`src/logic/ntm_diff_pkg.sv`:
```
/*
 * Shared sizes, register map and bus types of the matrix differentiation
 * accelerator. Every other file imports this package.
 */
`default_nettype none

package ntm_diff_pkg;

  //////////////////////////////////////////////////////////////////////
  // Sizes
  //////////////////////////////////////////////////////////////////////

  // Element and AXI data width
  localparam int DATA_W = 16;
  // Row or column index, up to 8 by 8
  localparam int DIM_W = 3;
  // Word address on the host port
  localparam int AXI_ADDR_W = 8;
  // Bank, row and column
  localparam int MEM_ADDR_W = 7;

  //////////////////////////////////////////////////////////////////////
  // Register map
  //////////////////////////////////////////////////////////////////////

  localparam logic [2:0] REG_CTRL = 3'd0;
  localparam logic [2:0] REG_STATUS = 3'd1;
  localparam logic [2:0] REG_SIZE_I = 3'd2;
  localparam logic [2:0] REG_SIZE_J = 3'd3;
  localparam logic [2:0] REG_MODULO = 3'd4;

  // Scratch memory banks
  localparam logic BANK_IN = 1'b0;
  localparam logic BANK_OUT = 1'b1;

  //////////////////////////////////////////////////////////////////////
  // Types
  //////////////////////////////////////////////////////////////////////

  typedef logic [1:0] axi_resp_t;

  localparam axi_resp_t RESP_OKAY = 2'b00;
  localparam axi_resp_t RESP_SLVERR = 2'b10;

  // Register view, region bit low
  typedef struct packed {
    logic       region;
    logic [3:0] unused;
    logic [2:0] sel;
  } csr_addr_t;

  // Memory view, region bit high
  typedef struct packed {
    logic             region;
    logic             bank;
    logic [DIM_W-1:0] row;
    logic [DIM_W-1:0] col;
  } mem_addr_t;

  // One host address, decoded by its top bit
  typedef union packed {
    csr_addr_t csr;
    mem_addr_t mem;
  } ntm_addr_u;

  // Request to the shared scratch memory
  typedef struct packed {
    logic                  valid;
    logic                  we;
    logic [MEM_ADDR_W-1:0] addr;
    logic [DATA_W-1:0]     wdata;
  } mem_req_t;

  // Engine configuration, sizes 1 to 8
  typedef struct packed {
    logic [DIM_W:0]    size_i;
    logic [DIM_W:0]    size_j;
    logic [DATA_W-1:0] modulo;
  } diff_cfg_t;

endpackage

`default_nettype wire
```
`src/logic/ntm_diff_top.sv`:
```
/*
 * Top level of the accelerator. Host port, scratch memory and
 * differentiation engine, with one AXI4-Lite slave port outside.
 */
`default_nettype none

module ntm_diff_top
  import ntm_diff_pkg::*;
(
  input  logic                  CLK,
  input  logic                  RST,
  input  logic                  awvalid,
  input  logic [AXI_ADDR_W-1:0] awaddr,
  output logic                  awready,
  input  logic                  wvalid,
  input  logic [DATA_W-1:0]     wdata,
  output logic                  wready,
  output logic                  bvalid,
  output axi_resp_t             bresp,
  input  logic                  bready,
  input  logic                  arvalid,
  input  logic [AXI_ADDR_W-1:0] araddr,
  output logic                  arready,
  output logic                  rvalid,
  output logic [DATA_W-1:0]     rdata,
  output axi_resp_t             rresp,
  input  logic                  rready
);

  //////////////////////////////////////////////////////////////////////
  // Internal buses
  //////////////////////////////////////////////////////////////////////

  mem_req_t          host_req;
  mem_req_t          eng_req;
  logic              host_gnt;
  logic              eng_gnt;
  logic [DATA_W-1:0] mem_rdata;
  diff_cfg_t         cfg;
  logic              start;
  logic              busy;
  logic              done;

  // Host side
  ntm_axil_slave u_slave (
    .CLK, .RST,
    .awvalid, .awaddr, .awready, .wvalid, .wdata, .wready,
    .bvalid, .bresp, .bready,
    .arvalid, .araddr, .arready, .rvalid, .rdata, .rresp, .rready,
    .host_req, .host_gnt, .mem_rdata,
    .cfg, .start, .busy, .done
  );

  // Shared scratch memory
  ntm_shared_memory u_memory (
    .CLK, .RST,
    .host_req, .eng_req, .host_gnt, .eng_gnt, .mem_rdata
  );

  // Engine side
  ntm_matrix_differentiation u_engine (
    .CLK, .RST,
    .start, .cfg, .eng_req, .eng_gnt, .mem_rdata, .busy, .done
  );

endmodule

`default_nettype wire

```
`src/logic/ntm_axil_slave.sv`:
```
/*
 * AXI4-Lite slave of the accelerator. Register addresses are served here,
 * memory addresses become requests to the shared scratch memory.
 * One transaction at a time, reads and writes taken in turn.
 */
`default_nettype none

module ntm_axil_slave
  import ntm_diff_pkg::*;
(
  input  logic                  CLK,
  input  logic                  RST,
  input  logic                  awvalid,
  input  logic [AXI_ADDR_W-1:0] awaddr,
  output logic                  awready,
  input  logic                  wvalid,
  input  logic [DATA_W-1:0]     wdata,
  output logic                  wready,
  output logic                  bvalid,
  output axi_resp_t             bresp,
  input  logic                  bready,
  input  logic                  arvalid,
  input  logic [AXI_ADDR_W-1:0] araddr,
  output logic                  arready,
  output logic                  rvalid,
  output logic [DATA_W-1:0]     rdata,
  output axi_resp_t             rresp,
  input  logic                  rready,
  output mem_req_t              host_req,
  input  logic                  host_gnt,
  input  logic [DATA_W-1:0]     mem_rdata,
  output diff_cfg_t             cfg,
  output logic                  start,
  input  logic                  busy,
  input  logic                  done
);

  typedef enum logic [1:0] {S_IDLE, S_MEM, S_RESP} state_t;

  state_t            state;
  // Last accepted transaction was a write
  logic              last_wr;
  logic              pick_wr;
  ntm_addr_u         addr;
  // Read data still comes straight from memory
  logic              rd_live;
  logic [DATA_W-1:0] rdata_q;
  logic [DATA_W-1:0] reg_rdata;
  axi_resp_t         reg_rresp;
  axi_resp_t         reg_wresp;

  //////////////////////////////////////////////////////////////////////
  // Acceptance
  //////////////////////////////////////////////////////////////////////

  // Write needs both channels, round robin against reads
  assign pick_wr = awvalid && wvalid && (!arvalid || !last_wr);
  assign awready = (state == S_IDLE) && pick_wr;
  assign wready = awready;
  assign arready = (state == S_IDLE) && arvalid && !pick_wr;

  // Address of whichever side is taken
  assign addr = awready ? awaddr : araddr;

  // First response cycle of a memory read bypasses the holding register
  assign rdata = rd_live ? mem_rdata : rdata_q;

  //////////////////////////////////////////////////////////////////////
  // Register decode
  //////////////////////////////////////////////////////////////////////

  always_comb begin
    reg_rdata = '0;
    reg_rresp = RESP_OKAY;
    reg_wresp = RESP_OKAY;
    case (addr.csr.sel)
      REG_CTRL: reg_rdata = '0;
      // Status is read only
      REG_STATUS: begin
        reg_rdata = DATA_W'({done, busy});
        reg_wresp = RESP_SLVERR;
      end
      REG_SIZE_I: reg_rdata = DATA_W'(cfg.size_i);
      REG_SIZE_J: reg_rdata = DATA_W'(cfg.size_j);
      REG_MODULO: reg_rdata = cfg.modulo;
      default: begin
        reg_rresp = RESP_SLVERR;
        reg_wresp = RESP_SLVERR;
      end
    endcase
  end

  //////////////////////////////////////////////////////////////////////
  // Transaction FSM
  //////////////////////////////////////////////////////////////////////

  always_ff @(posedge CLK or posedge RST) begin
    if (RST) begin
      state <= S_IDLE;
      last_wr <= 1'b0;
      bvalid <= 1'b0;
      bresp <= RESP_OKAY;
      rvalid <= 1'b0;
      rresp <= RESP_OKAY;
      rdata_q <= '0;
      rd_live <= 1'b0;
      host_req <= '0;
      start <= 1'b0;
      cfg <= '{size_i: 4'd1, size_j: 4'd1, modulo: '1};
    end else begin
      // Start is a one-cycle pulse
      start <= 1'b0;
      case (state)
        S_IDLE: begin
          if (awready) begin
            last_wr <= 1'b1;
            if (addr.mem.region) begin
              host_req <= '{1'b1, 1'b1, {addr.mem.bank, addr.mem.row, addr.mem.col}, wdata};
              state <= S_MEM;
            end else begin
              case (addr.csr.sel)
                // Ignored while the engine runs
                REG_CTRL: start <= wdata[0] && !busy;
                REG_SIZE_I: cfg.size_i <= wdata[DIM_W:0];
                REG_SIZE_J: cfg.size_j <= wdata[DIM_W:0];
                REG_MODULO: cfg.modulo <= wdata;
                default: ;
              endcase
              bvalid <= 1'b1;
              bresp <= reg_wresp;
              state <= S_RESP;
            end
          end else if (arready) begin
            last_wr <= 1'b0;
            if (addr.mem.region) begin
              host_req <= '{1'b1, 1'b0, {addr.mem.bank, addr.mem.row, addr.mem.col}, '0};
              state <= S_MEM;
            end else begin
              rvalid <= 1'b1;
              rresp <= reg_rresp;
              rdata_q <= reg_rdata;
              state <= S_RESP;
            end
          end
        end
        // Wait for the arbiter
        S_MEM: begin
          if (host_gnt) begin
            host_req.valid <= 1'b0;
            if (host_req.we) begin
              bvalid <= 1'b1;
              bresp <= RESP_OKAY;
            end else begin
              rvalid <= 1'b1;
              rresp <= RESP_OKAY;
              rd_live <= 1'b1;
            end
            state <= S_RESP;
          end
        end
        // Hold the response until taken
        S_RESP: begin
          rd_live <= 1'b0;
          if (rd_live) begin
            rdata_q <= mem_rdata;
          end
          if (bvalid && bready) begin
            bvalid <= 1'b0;
            state <= S_IDLE;
          end
          if (rvalid && rready) begin
            rvalid <= 1'b0;
            state <= S_IDLE;
          end
        end
        default: state <= S_IDLE;
      endcase
    end
  end

  // Write response stays up under back-pressure
  a_bvalid_hold: assert property (
    @(posedge CLK) disable iff (RST) bvalid && !bready |=> bvalid
  );

endmodule

`default_nettype wire

```
`src/logic/ntm_shared_memory.sv`:
```
/*
 * Two-bank scratch memory shared by the host port and the engine.
 * A round-robin arbiter grants one request per cycle; read data
 * is registered and valid in the cycle after the grant.
 */
`default_nettype none

module ntm_shared_memory
  import ntm_diff_pkg::*;
(
  input  logic              CLK,
  input  logic              RST,
  input  mem_req_t          host_req,
  input  mem_req_t          eng_req,
  output logic              host_gnt,
  output logic              eng_gnt,
  output logic [DATA_W-1:0] mem_rdata
);

  // Input bank then output bank
  logic [DATA_W-1:0] mem [2**MEM_ADDR_W];
  // Engine wins a tie when set
  logic              eng_first;
  mem_req_t          sel_req;

  //////////////////////////////////////////////////////////////////////
  // Arbiter
  //////////////////////////////////////////////////////////////////////

  assign host_gnt = host_req.valid && (!eng_req.valid || !eng_first);
  assign eng_gnt = eng_req.valid && (!host_req.valid || eng_first);

  // Granted request
  assign sel_req = eng_gnt ? eng_req : host_req;

  // Priority moves to the side not just served
  always_ff @(posedge CLK or posedge RST) begin
    if (RST) begin
      eng_first <= 1'b0;
    end else if (host_gnt || eng_gnt) begin
      eng_first <= host_gnt;
    end
  end

  //////////////////////////////////////////////////////////////////////
  // Storage
  //////////////////////////////////////////////////////////////////////

  // Single port, read data shared by both requesters
  always_ff @(posedge CLK) begin
    if (host_gnt || eng_gnt) begin
      if (sel_req.we) begin
        mem[sel_req.addr] <= sel_req.wdata;
      end else begin
        mem_rdata <= mem[sel_req.addr];
      end
    end
  end

  // One port, so never two grants
  a_one_grant: assert property (
    @(posedge CLK) disable iff (RST) !(host_gnt && eng_gnt)
  );

endmodule

`default_nettype wire

```
`src/logic/ntm_matrix_differentiation.sv`:
```
/*
 * Differentiation engine. Walks the matrix row by row, reads each input
 * word from the scratch memory, passes it through the vector unit and
 * writes the difference to the output bank. Start with a one-cycle pulse.
 */
`default_nettype none

module ntm_matrix_differentiation
  import ntm_diff_pkg::*;
(
  input  logic              CLK,
  input  logic              RST,
  input  logic              start,
  input  diff_cfg_t         cfg,
  output mem_req_t          eng_req,
  input  logic              eng_gnt,
  input  logic [DATA_W-1:0] mem_rdata,
  output logic              busy,
  output logic              done
);

  typedef enum logic [2:0] {S_IDLE, S_RD, S_SAMPLE, S_DIFF, S_WR} state_t;

  state_t            state;
  // Configuration held for the whole run
  diff_cfg_t         cfg_q;
  logic [DIM_W-1:0]  row;
  logic [DIM_W-1:0]  col;
  logic [DIM_W-1:0]  next_row;
  logic [DIM_W-1:0]  next_col;
  logic              last_col;
  logic              last_elem;
  logic              row_first;
  logic              sample_valid;
  logic              diff_valid;
  logic [DATA_W-1:0] diff;

  //////////////////////////////////////////////////////////////////////
  // Index walk
  //////////////////////////////////////////////////////////////////////

  assign last_col = {1'b0, col} == cfg_q.size_j - 1'b1;
  assign last_elem = last_col && ({1'b0, row} == cfg_q.size_i - 1'b1);

  // Column first, then row
  assign next_col = last_col ? '0 : col + 1'b1;
  assign next_row = last_col ? row + 1'b1 : row;

  // Read data is on mem_rdata in this state
  assign sample_valid = state == S_SAMPLE;
  // Row restarts against zero
  assign row_first = col == '0;

  //////////////////////////////////////////////////////////////////////
  // Control FSM
  //////////////////////////////////////////////////////////////////////

  always_ff @(posedge CLK or posedge RST) begin
    if (RST) begin
      state <= S_IDLE;
      cfg_q <= '0;
      row <= '0;
      col <= '0;
      busy <= 1'b0;
      done <= 1'b0;
      eng_req <= '0;
    end else begin
      case (state)
        S_IDLE: begin
          if (start) begin
            cfg_q <= cfg;
            row <= '0;
            col <= '0;
            busy <= 1'b1;
            done <= 1'b0;
            // First element of the input bank
            eng_req <= '{1'b1, 1'b0, {BANK_IN, {DIM_W{1'b0}}, {DIM_W{1'b0}}}, '0};
            state <= S_RD;
          end
        end
        // Input word request in flight
        S_RD: begin
          if (eng_gnt) begin
            eng_req.valid <= 1'b0;
            state <= S_SAMPLE;
          end
        end
        S_SAMPLE: state <= S_DIFF;
        // Difference registered by the unit
        S_DIFF: begin
          if (diff_valid) begin
            eng_req <= '{1'b1, 1'b1, {BANK_OUT, row, col}, diff};
            state <= S_WR;
          end
        end
        S_WR: begin
          if (eng_gnt) begin
            if (last_elem) begin
              eng_req.valid <= 1'b0;
              busy <= 1'b0;
              done <= 1'b1;
              state <= S_IDLE;
            end else begin
              row <= next_row;
              col <= next_col;
              // Next read goes out straight away
              eng_req <= '{1'b1, 1'b0, {BANK_IN, next_row, next_col}, '0};
              state <= S_RD;
            end
          end
        end
        default: state <= S_IDLE;
      endcase
    end
  end

  //////////////////////////////////////////////////////////////////////
  // Vector unit
  //////////////////////////////////////////////////////////////////////

  ntm_vector_differentiation u_vector (
    .CLK          (CLK),
    .RST          (RST),
    .row_first    (row_first),
    .sample_valid (sample_valid),
    .sample       (mem_rdata),
    .modulo       (cfg_q.modulo),
    .diff         (diff),
    .diff_valid   (diff_valid)
  );

  // Memory only touched during a run
  a_req_busy: assert property (
    @(posedge CLK) disable iff (RST) eng_req.valid |-> busy
  );

endmodule

`default_nettype wire

```
`src/logic/ntm_vector_differentiation.sv`:
```
/*
 * Per-element modular difference. Each sample is taken against the
 * previous sample of its row, or against zero when row_first is set.
 * The result follows one cycle later with diff_valid.
 */
`default_nettype none

module ntm_vector_differentiation
  import ntm_diff_pkg::*;
(
  input  logic              CLK,
  input  logic              RST,
  input  logic              row_first,
  input  logic              sample_valid,
  input  logic [DATA_W-1:0] sample,
  input  logic [DATA_W-1:0] modulo,
  output logic [DATA_W-1:0] diff,
  output logic              diff_valid
);

  // Previous element of the current row
  logic [DATA_W-1:0] prev;
  logic [DATA_W-1:0] base;
  logic [DATA_W-1:0] delta;

  //////////////////////////////////////////////////////////////////////
  // Difference
  //////////////////////////////////////////////////////////////////////

  assign base = row_first ? '0 : prev;
  // Wraps when sample < base, fixed by the modulus below
  assign delta = sample - base;

  always_ff @(posedge CLK or posedge RST) begin
    if (RST) begin
      prev <= '0;
      diff <= '0;
      diff_valid <= 1'b0;
    end else begin
      diff_valid <= sample_valid;
      if (sample_valid) begin
        prev <= sample;
        // Negative difference, bring back into range
        if (sample < base) begin
          diff <= delta + modulo;
        end else begin
          diff <= delta;
        end
      end
    end
  end

endmodule

`default_nettype wire

```
`config.mk`:
```
export PLATFORM = sky130hd
export DESIGN_NAME = ntm_diff_top
export DESIGN_NICKNAME = d
export VERILOG_FILES = /design/src/logic/ntm_diff_pkg.sv /design/src/logic/ntm_diff_top.sv /design/src/logic/ntm_axil_slave.sv /design/src/logic/ntm_shared_memory.sv /design/src/logic/ntm_matrix_differentiation.sv /design/src/logic/ntm_vector_differentiation.sv
export SDC_FILE = /design/constraint.sdc
export NUM_CORES = 2
export LEC_CHECK = 0
export BUFFER_PORTS_ARGS = -buffer_cell sky130_fd_sc_hd__buf_4
export CAP_MARGIN = 0
export CORE_UTILIZATION = 40
export CTS_CLUSTER_DIAMETER = 80
export DETAILED_ROUTE_END_ITERATION = 10
export SLEW_MARGIN = 20
export SYNTH_ARGS = -nofsm -noshare
export SYNTH_HDL_FRONTEND = slang
export SYNTH_SLANG_ARGS = --single-unit
```
`constraint.sdc`:
```
create_clock -name CLK -period 8.1 [get_ports CLK]
set_input_delay 2.43 -clock CLK [delete_from_list [all_inputs] [get_ports CLK]]
set_output_delay 2.43 -clock CLK [all_outputs]
set_load 0.01 [all_outputs]
```
# Yosys cells after proc, flatten, opt, wreduce, memory -nomap -nowiden
# Memory sizes are Yosys's and may differ from the RTL's. A register that Yosys moved wholly into a read port is not among the register bits.
# Cells that the tools add are included.
# word_totals
input_bits	39
n_memories	1
out_inout_bits	25
regBits	170
latch_bits	0
wordCells	217
mem_bits_ro	0
mem_bits_rw	2048
# memory_table
name	depth	word_bits	read_ports	rd_ports_with_merged_regs	wr	line_no	source
u_memory.mem	128	16	1	1	1	ntm_shared_memory.sv:21	logic [DATA_W-1:0] mem [2**MEM_ADDR_W];
# op_classes
div_mod_pow	0
shift	0
mul	0
n_mux	89
eq_ne	30
add_sub_neg	6
order_cmp	1
reduce_logical	56
bitwise_logic	2
# op_table
cell	n
$mux W25	7
$mux W16	6
$pmux W24 S3	1
$pmux W16 S4	1
$mux W24	2
$mux W2	17
$mux W3	11
$pmux W16 S2	1
$reduce_and A4 Y1	8
$mux W1	29
$ne A2 B2 Y1 const B	9
$add A16 B16 Y16	1
$lt A16 B16 Y1	1
$sub A16 B16 Y16	1
$pmux W3 S5	1
$reduce_and A5 Y1	3
$ne A2 B1 Y1 const B	7
$eq A3 B2 Y1 const B	4
$pmux W3 S2	2
$reduce_and A6 Y1	2
$logic_and A1 B1 Y1	11
$reduce_bool A2 Y1	5
$logic_not A3 Y1	3
$reduce_and A3 Y1	3
25 further kinds	48

# Logic depth before layout (Yosys ltp)
# depth
word_depth	12
mapped_depth	23
ltp_nobuf	22

# Cells and area by module
# Synthesis repeated with hierarchy kept, for this count alone.
# hier_totals
cells_unflattened	6148
hier_area_um2	90357.9
# by_module_without_submodules
module	area_per_inst_um2	seq_area_each_um2	cells_each	n_inst
ntm_shared_memory	80691.1	62004.5	5198	1
ntm_axil_slave	3829.9	1874.3	357	1
ntm_vector_differentiation	2927.8	825.8	324	1
ntm_matrix_differentiation	2909.0	1476.4	269	1

# Least setup slack after synthesis
# No wires, ideal clock.
# synth_timing
path_kind	input-to-output
start	input awvalid
end	output wready
setup_slack_ps	2374
path_stages	5
required_ps	5670
t_arrival_ps	3296
path_buffers	1
path_cell_list	nand2_1 > a21oi_2 > nand2_1 > inv_2 > buf_4
# synth_between
elab_chain_len	3
# synth_rtl
element	line_no	source
start: declaration	ntm_diff_top.sv:12	input logic awvalid,
$logic_and A1 B1 Y1 (2 in a row)	ntm_axil_slave.sv:57	assign pick_wr = awvalid && wvalid && (!arvalid || !last_wr);
$logic_and A1 B1 Y1	ntm_axil_slave.sv:58	assign awready = (state == S_IDLE) && pick_wr;
end: declaration	ntm_diff_top.sv:17	output logic wready,
# Every way passes these cells.

# Worst setup path in the final report
# layout_timing
start	input arvalid
end	output wready
# layout_between
elab_chain_len	4
# layout_rtl
element	line_no	source
start: declaration	ntm_diff_top.sv:21	input logic arvalid,
$logic_not A1 Y1	ntm_axil_slave.sv:57	
$logic_or A1 B1 Y1	ntm_axil_slave.sv:57	
$logic_and A1 B1 Y1	ntm_axil_slave.sv:57	
$logic_and A1 B1 Y1	ntm_axil_slave.sv:58	
# Every way passes these cells.

==> impl_results.md <==
* Logic pwr share at less than 1%
* CP endpoint kind: output pin
* Clock Power Share at 43.6%
* Switching power at roughly 0.0043 W
* GRT Overall Usage at between 20 and 25%
* Worst-path clk slew at ~60 ps
* Max Cap Viol at 0
* Clock sinks at 2231
* RSZ-0062 raised after global routing: no
* Reg area at 66200 um^2
* # IOs at 64
* Starting density of the core at about two fifths
* P per Cell Area at between 200 and 250 nW/um^2
* VDD IR max at approximately 0.00019 V
* Post-synthesis sequential area ratio at about four fifths
* Die Ht at between 400 and 500 um
* Measured slew at the worst slew-check pin at between 1000 and 1500 ps
* DRT Pass-1 Iters at 6
* Vias at 50000
* IO buf count at a little over 60
* Post-DR wirelength/cell at 28.6 um
* Top FF cell, synth: edfxtp_1
* CTS Buf Count at between 200 and 250
* DP Worst Slack at approximately 2100 ps
* Largest net degree at the start of global routing at ~100
* Final worst slack at ~2100 ps
* CP max FO at 10
* Postcts setup bufs at 0
* RR Startpoint: u_slave.host_req[24]$_DFFE_PP0P_
* Seq pwr share at 56.2%
* Hold Vio Cnt, Final at 0
* FFs w/ async S/R, synth at ~7.5%
* Critical path required time at 5670 ps
* Core Region at around 210000 um^2
* HP Class: reg2reg
* Worst path arrival time at 3540 ps
* Area delta synth->final at 13.8%
* Setup TNS at 0 ps
* Post-Syn Area at approximately 85000 um^2
* HPWL after DPL at between 100000 and 150000 um
* Skew-Pair Late Insertion Delay at 870 ps
* Gpl congestion at a little over 0.8
* Vias in the first global route at about 48000
* Detailed router's first-iteration violation count at ~6500
* Clock Skews at around 56 ps
* Startpoint types: input pin
* # setup viols final at 0
* Fillers at roughly 18000
* CTS resizes at 0
* Crit path from: arvalid
* Ratio of cells with drive above 1 in the final layout at a little over an eighth
* ANT nets after route at 0
* Fin crit period at 5970 ps
* Netlist cell types at 67
* Net count reported at finish at between 5000 and 6000
* Die footprint at 213000 um^2
* Synth warn at 0
* Initial antenna violation count at 4
* Sw Share at between 10% and 20%
* First-pass GRT wire length at 343000 um
* CTS tree: built
* Grt total ovfl at 0
* Max frequency at ~170 MHz
* # DRC at 0
* Area occupied by multi-input gates at 17300 um^2
* EDFF count, synth at ~2100
* Slew Viols, Final at 0
* CTS max path bufs at 3
* HP Start: u_engine.u_vector.diff[5]$_DFFE_PP0P_
* Row cnt at roughly 170
* Slew headroom at 16.9%
* H-tree lvl count at 4
* Crit path kind: in2out
* Static Leak at around 28 nW
* Register bit total from synthesis at between 2000 and 2500
* Mapped Cells at 5193
* Hold-fix buffers, CTS at 0
* Clk root buf: clkbuf_16
* Routed wire length at around 240000 um
* Avg Cell Area, Syn at 16.3 um^2
* Status: finished, final reports clean
* Via density at 5.99
* Cell Int Power at between 0.015 and 0.02 W
* Die W at approximately 460 um
* Final Cycle Share at around 74%
## final timing paths
kind / slack (ps) / endpoint / depth (start not counted)
max in group asynchronous: 5230 / u_engine.u_vector.diff[10]$_DFFE_PP0P_ / 3
setup reg to reg: 3040 / u_memory.mem_rdata[0]$_DFFE_PP_ / 11
min in group asynchronous: 1680 / u_slave.rresp[1]$_DFFE_PP0P_ / 2
setup / recovery: 2130 / wready / 5
hold / removal: 470 / u_engine.eng_req[5]$_DFFE_PP0P_ / 2
hold reg to reg: 470 / u_engine.eng_req[5]$_DFFE_PP0P_ / 2
## flip-flops by register name (all words and copies together) (netlist names), 2 cells and up
name / flops
u_engine.cfg_q: 24
u_engine.col: 3
u_engine.eng_req: 24
u_engine.row: 3
u_engine.state: 3
u_engine.u_vector.diff: 16
u_engine.u_vector.prev: 16
u_memory.mem: 2048
u_memory.mem_rdata: 16
u_slave.cfg: 24
u_slave.host_req: 25
u_slave.rdata_q: 16
u_slave.state: 2
## synth_stat cells, types with 21 or more instances
cell type  instances  area [um^2]
a21oi_1          173          866
a221oi_1         210         1840
a22o_1           110          963
a22oi_1          591         4440
a31oi_1          229         1430
a41oi_1           32          280
buf_1             24         90.1
buf_2             55          275
clkbuf_1         256          961
dfrtp_1          149         3730
edfxtp_1        2064        62000
ha_1              44          551
inv_1             35          131
mux2_2            58          653
nand2_1          522         1960
nand3_1           41          205
nor2_1           185          694
o21ai_0           83          415
o41ai_1           67          587
xnor2_1           21          184
## logic make-up after synthesis
kind of cell	count (synthesis)	synth area share, %
AO/OA/AOI/OAI	1586	13.8
XOR/XNOR	28	0.290
adder cells (fa/ha/maj)	46	0.698
buffers and inverters	382	1.85
flip-flops	2231	78.3
multiplexers	77	1.00
other	1	0.00443
AND/OR/NAND/NOR	842	4.07
## metal layers
layer | routed length, um | share of wire [%] | vias up | global-route usage [%]
li1 | - | - | 21400 | -
met1 | 100000 | 42 | 25800 | 31.4
met2 | 111000 | 46 | 2411 | 34.6
met3 | 20300 | 8.5 | 339 | 3.35
met4 | 7480 | 3.1 | 0 | 7.44
met5 | 0 | 0 | - | 0
## through the flow
step | power [W] | hold WS, ps | utilization, % | instances | instance area (um^2)
after floorplan | 0.0127 | 430 | - | 5194 | 84600
after global placement | 0.0127 | 445 | 42.6 | 7950 | 89500
after detailed placement | 0.0127 | 456 | 42.7 | 7950 | 89500
after CTS | 0.0222 | 468 | 45.8 | 8347 | 96200
after global routing | 0.0226 | 494 | 45.9 | 8348 | 96200
final | 0.0221 | 467 | 45.9 | 8351 | 96200
## final cells by class
cell class / instances / area share [%]
Tap cell: 2805 / 3.65
Antenna cell: 3 / 0.00780
Multi-Input combinational cell: 2581 / 17.9
Inverter: 37 / 0.150
Sequential cell: 2231 / 68.8
Timing Repair Buffer: 297 / 2.52
Clock inverter: 124 / 1.11
Clock buffer: 273 / 5.85
## worst max-delay path, stage by stage
cell	delay, ps
buf_4	130
a21oi_2	290
nand2_1	240
inv_2	270
buf_4	170
## cell usage in the layout, fill, tap and decap left out, types with 7 or more instances in the layout
master / instances
nand2_4: 16
nand2_1: 506
a41oi_1: 32
nor2_1: 176
buf_4: 280
nor2b_1: 11
dfrtp_1: 149
nand3_1: 41
a31oi_1: 229
clkinv_2: 42
o21a_1: 8
a221oi_1: 210
nand2b_1: 12
clkbuf_1: 56
a211oi_1: 8
xor2_1: 7
or3_1: 14
mux2_2: 57
nand4_1: 18
and2_1: 9
o41ai_1: 49
inv_1: 34
a221oi_2: 18
a22o_1: 110
clkinv_1: 51
nor2_4: 7
xnor2_1: 21
buf_12: 15
o31ai_1: 12
mux2i_1: 15
nor3_1: 14
dfstp_2: 18
o41ai_2: 18
a22oi_1: 591
bufinv_16: 13
o21ai_0: 78
edfxtp_1: 2064
a21oi_1: 173
ha_1: 44
clkbuf_16: 216
## power by group through the flow
| stage | registers (W) | logic [W] | clock network, W |
|---|---|---|---|
| floorplan | 0.0126 | 0.0000194 | 0 |
| global placement | 0.0126 | 0.0000468 | 0 |
| detailed placement | 0.0126 | 0.0000467 | 0 |
| CTS | 0.0124 | 0.0000469 | 0.00974 |
| global route | 0.0124 | 0.0000512 | 0.0102 |
| finish | 0.0124 | 0.0000456 | 0.00964 |
No activity file was read; power rests on OpenSTA's default activity.
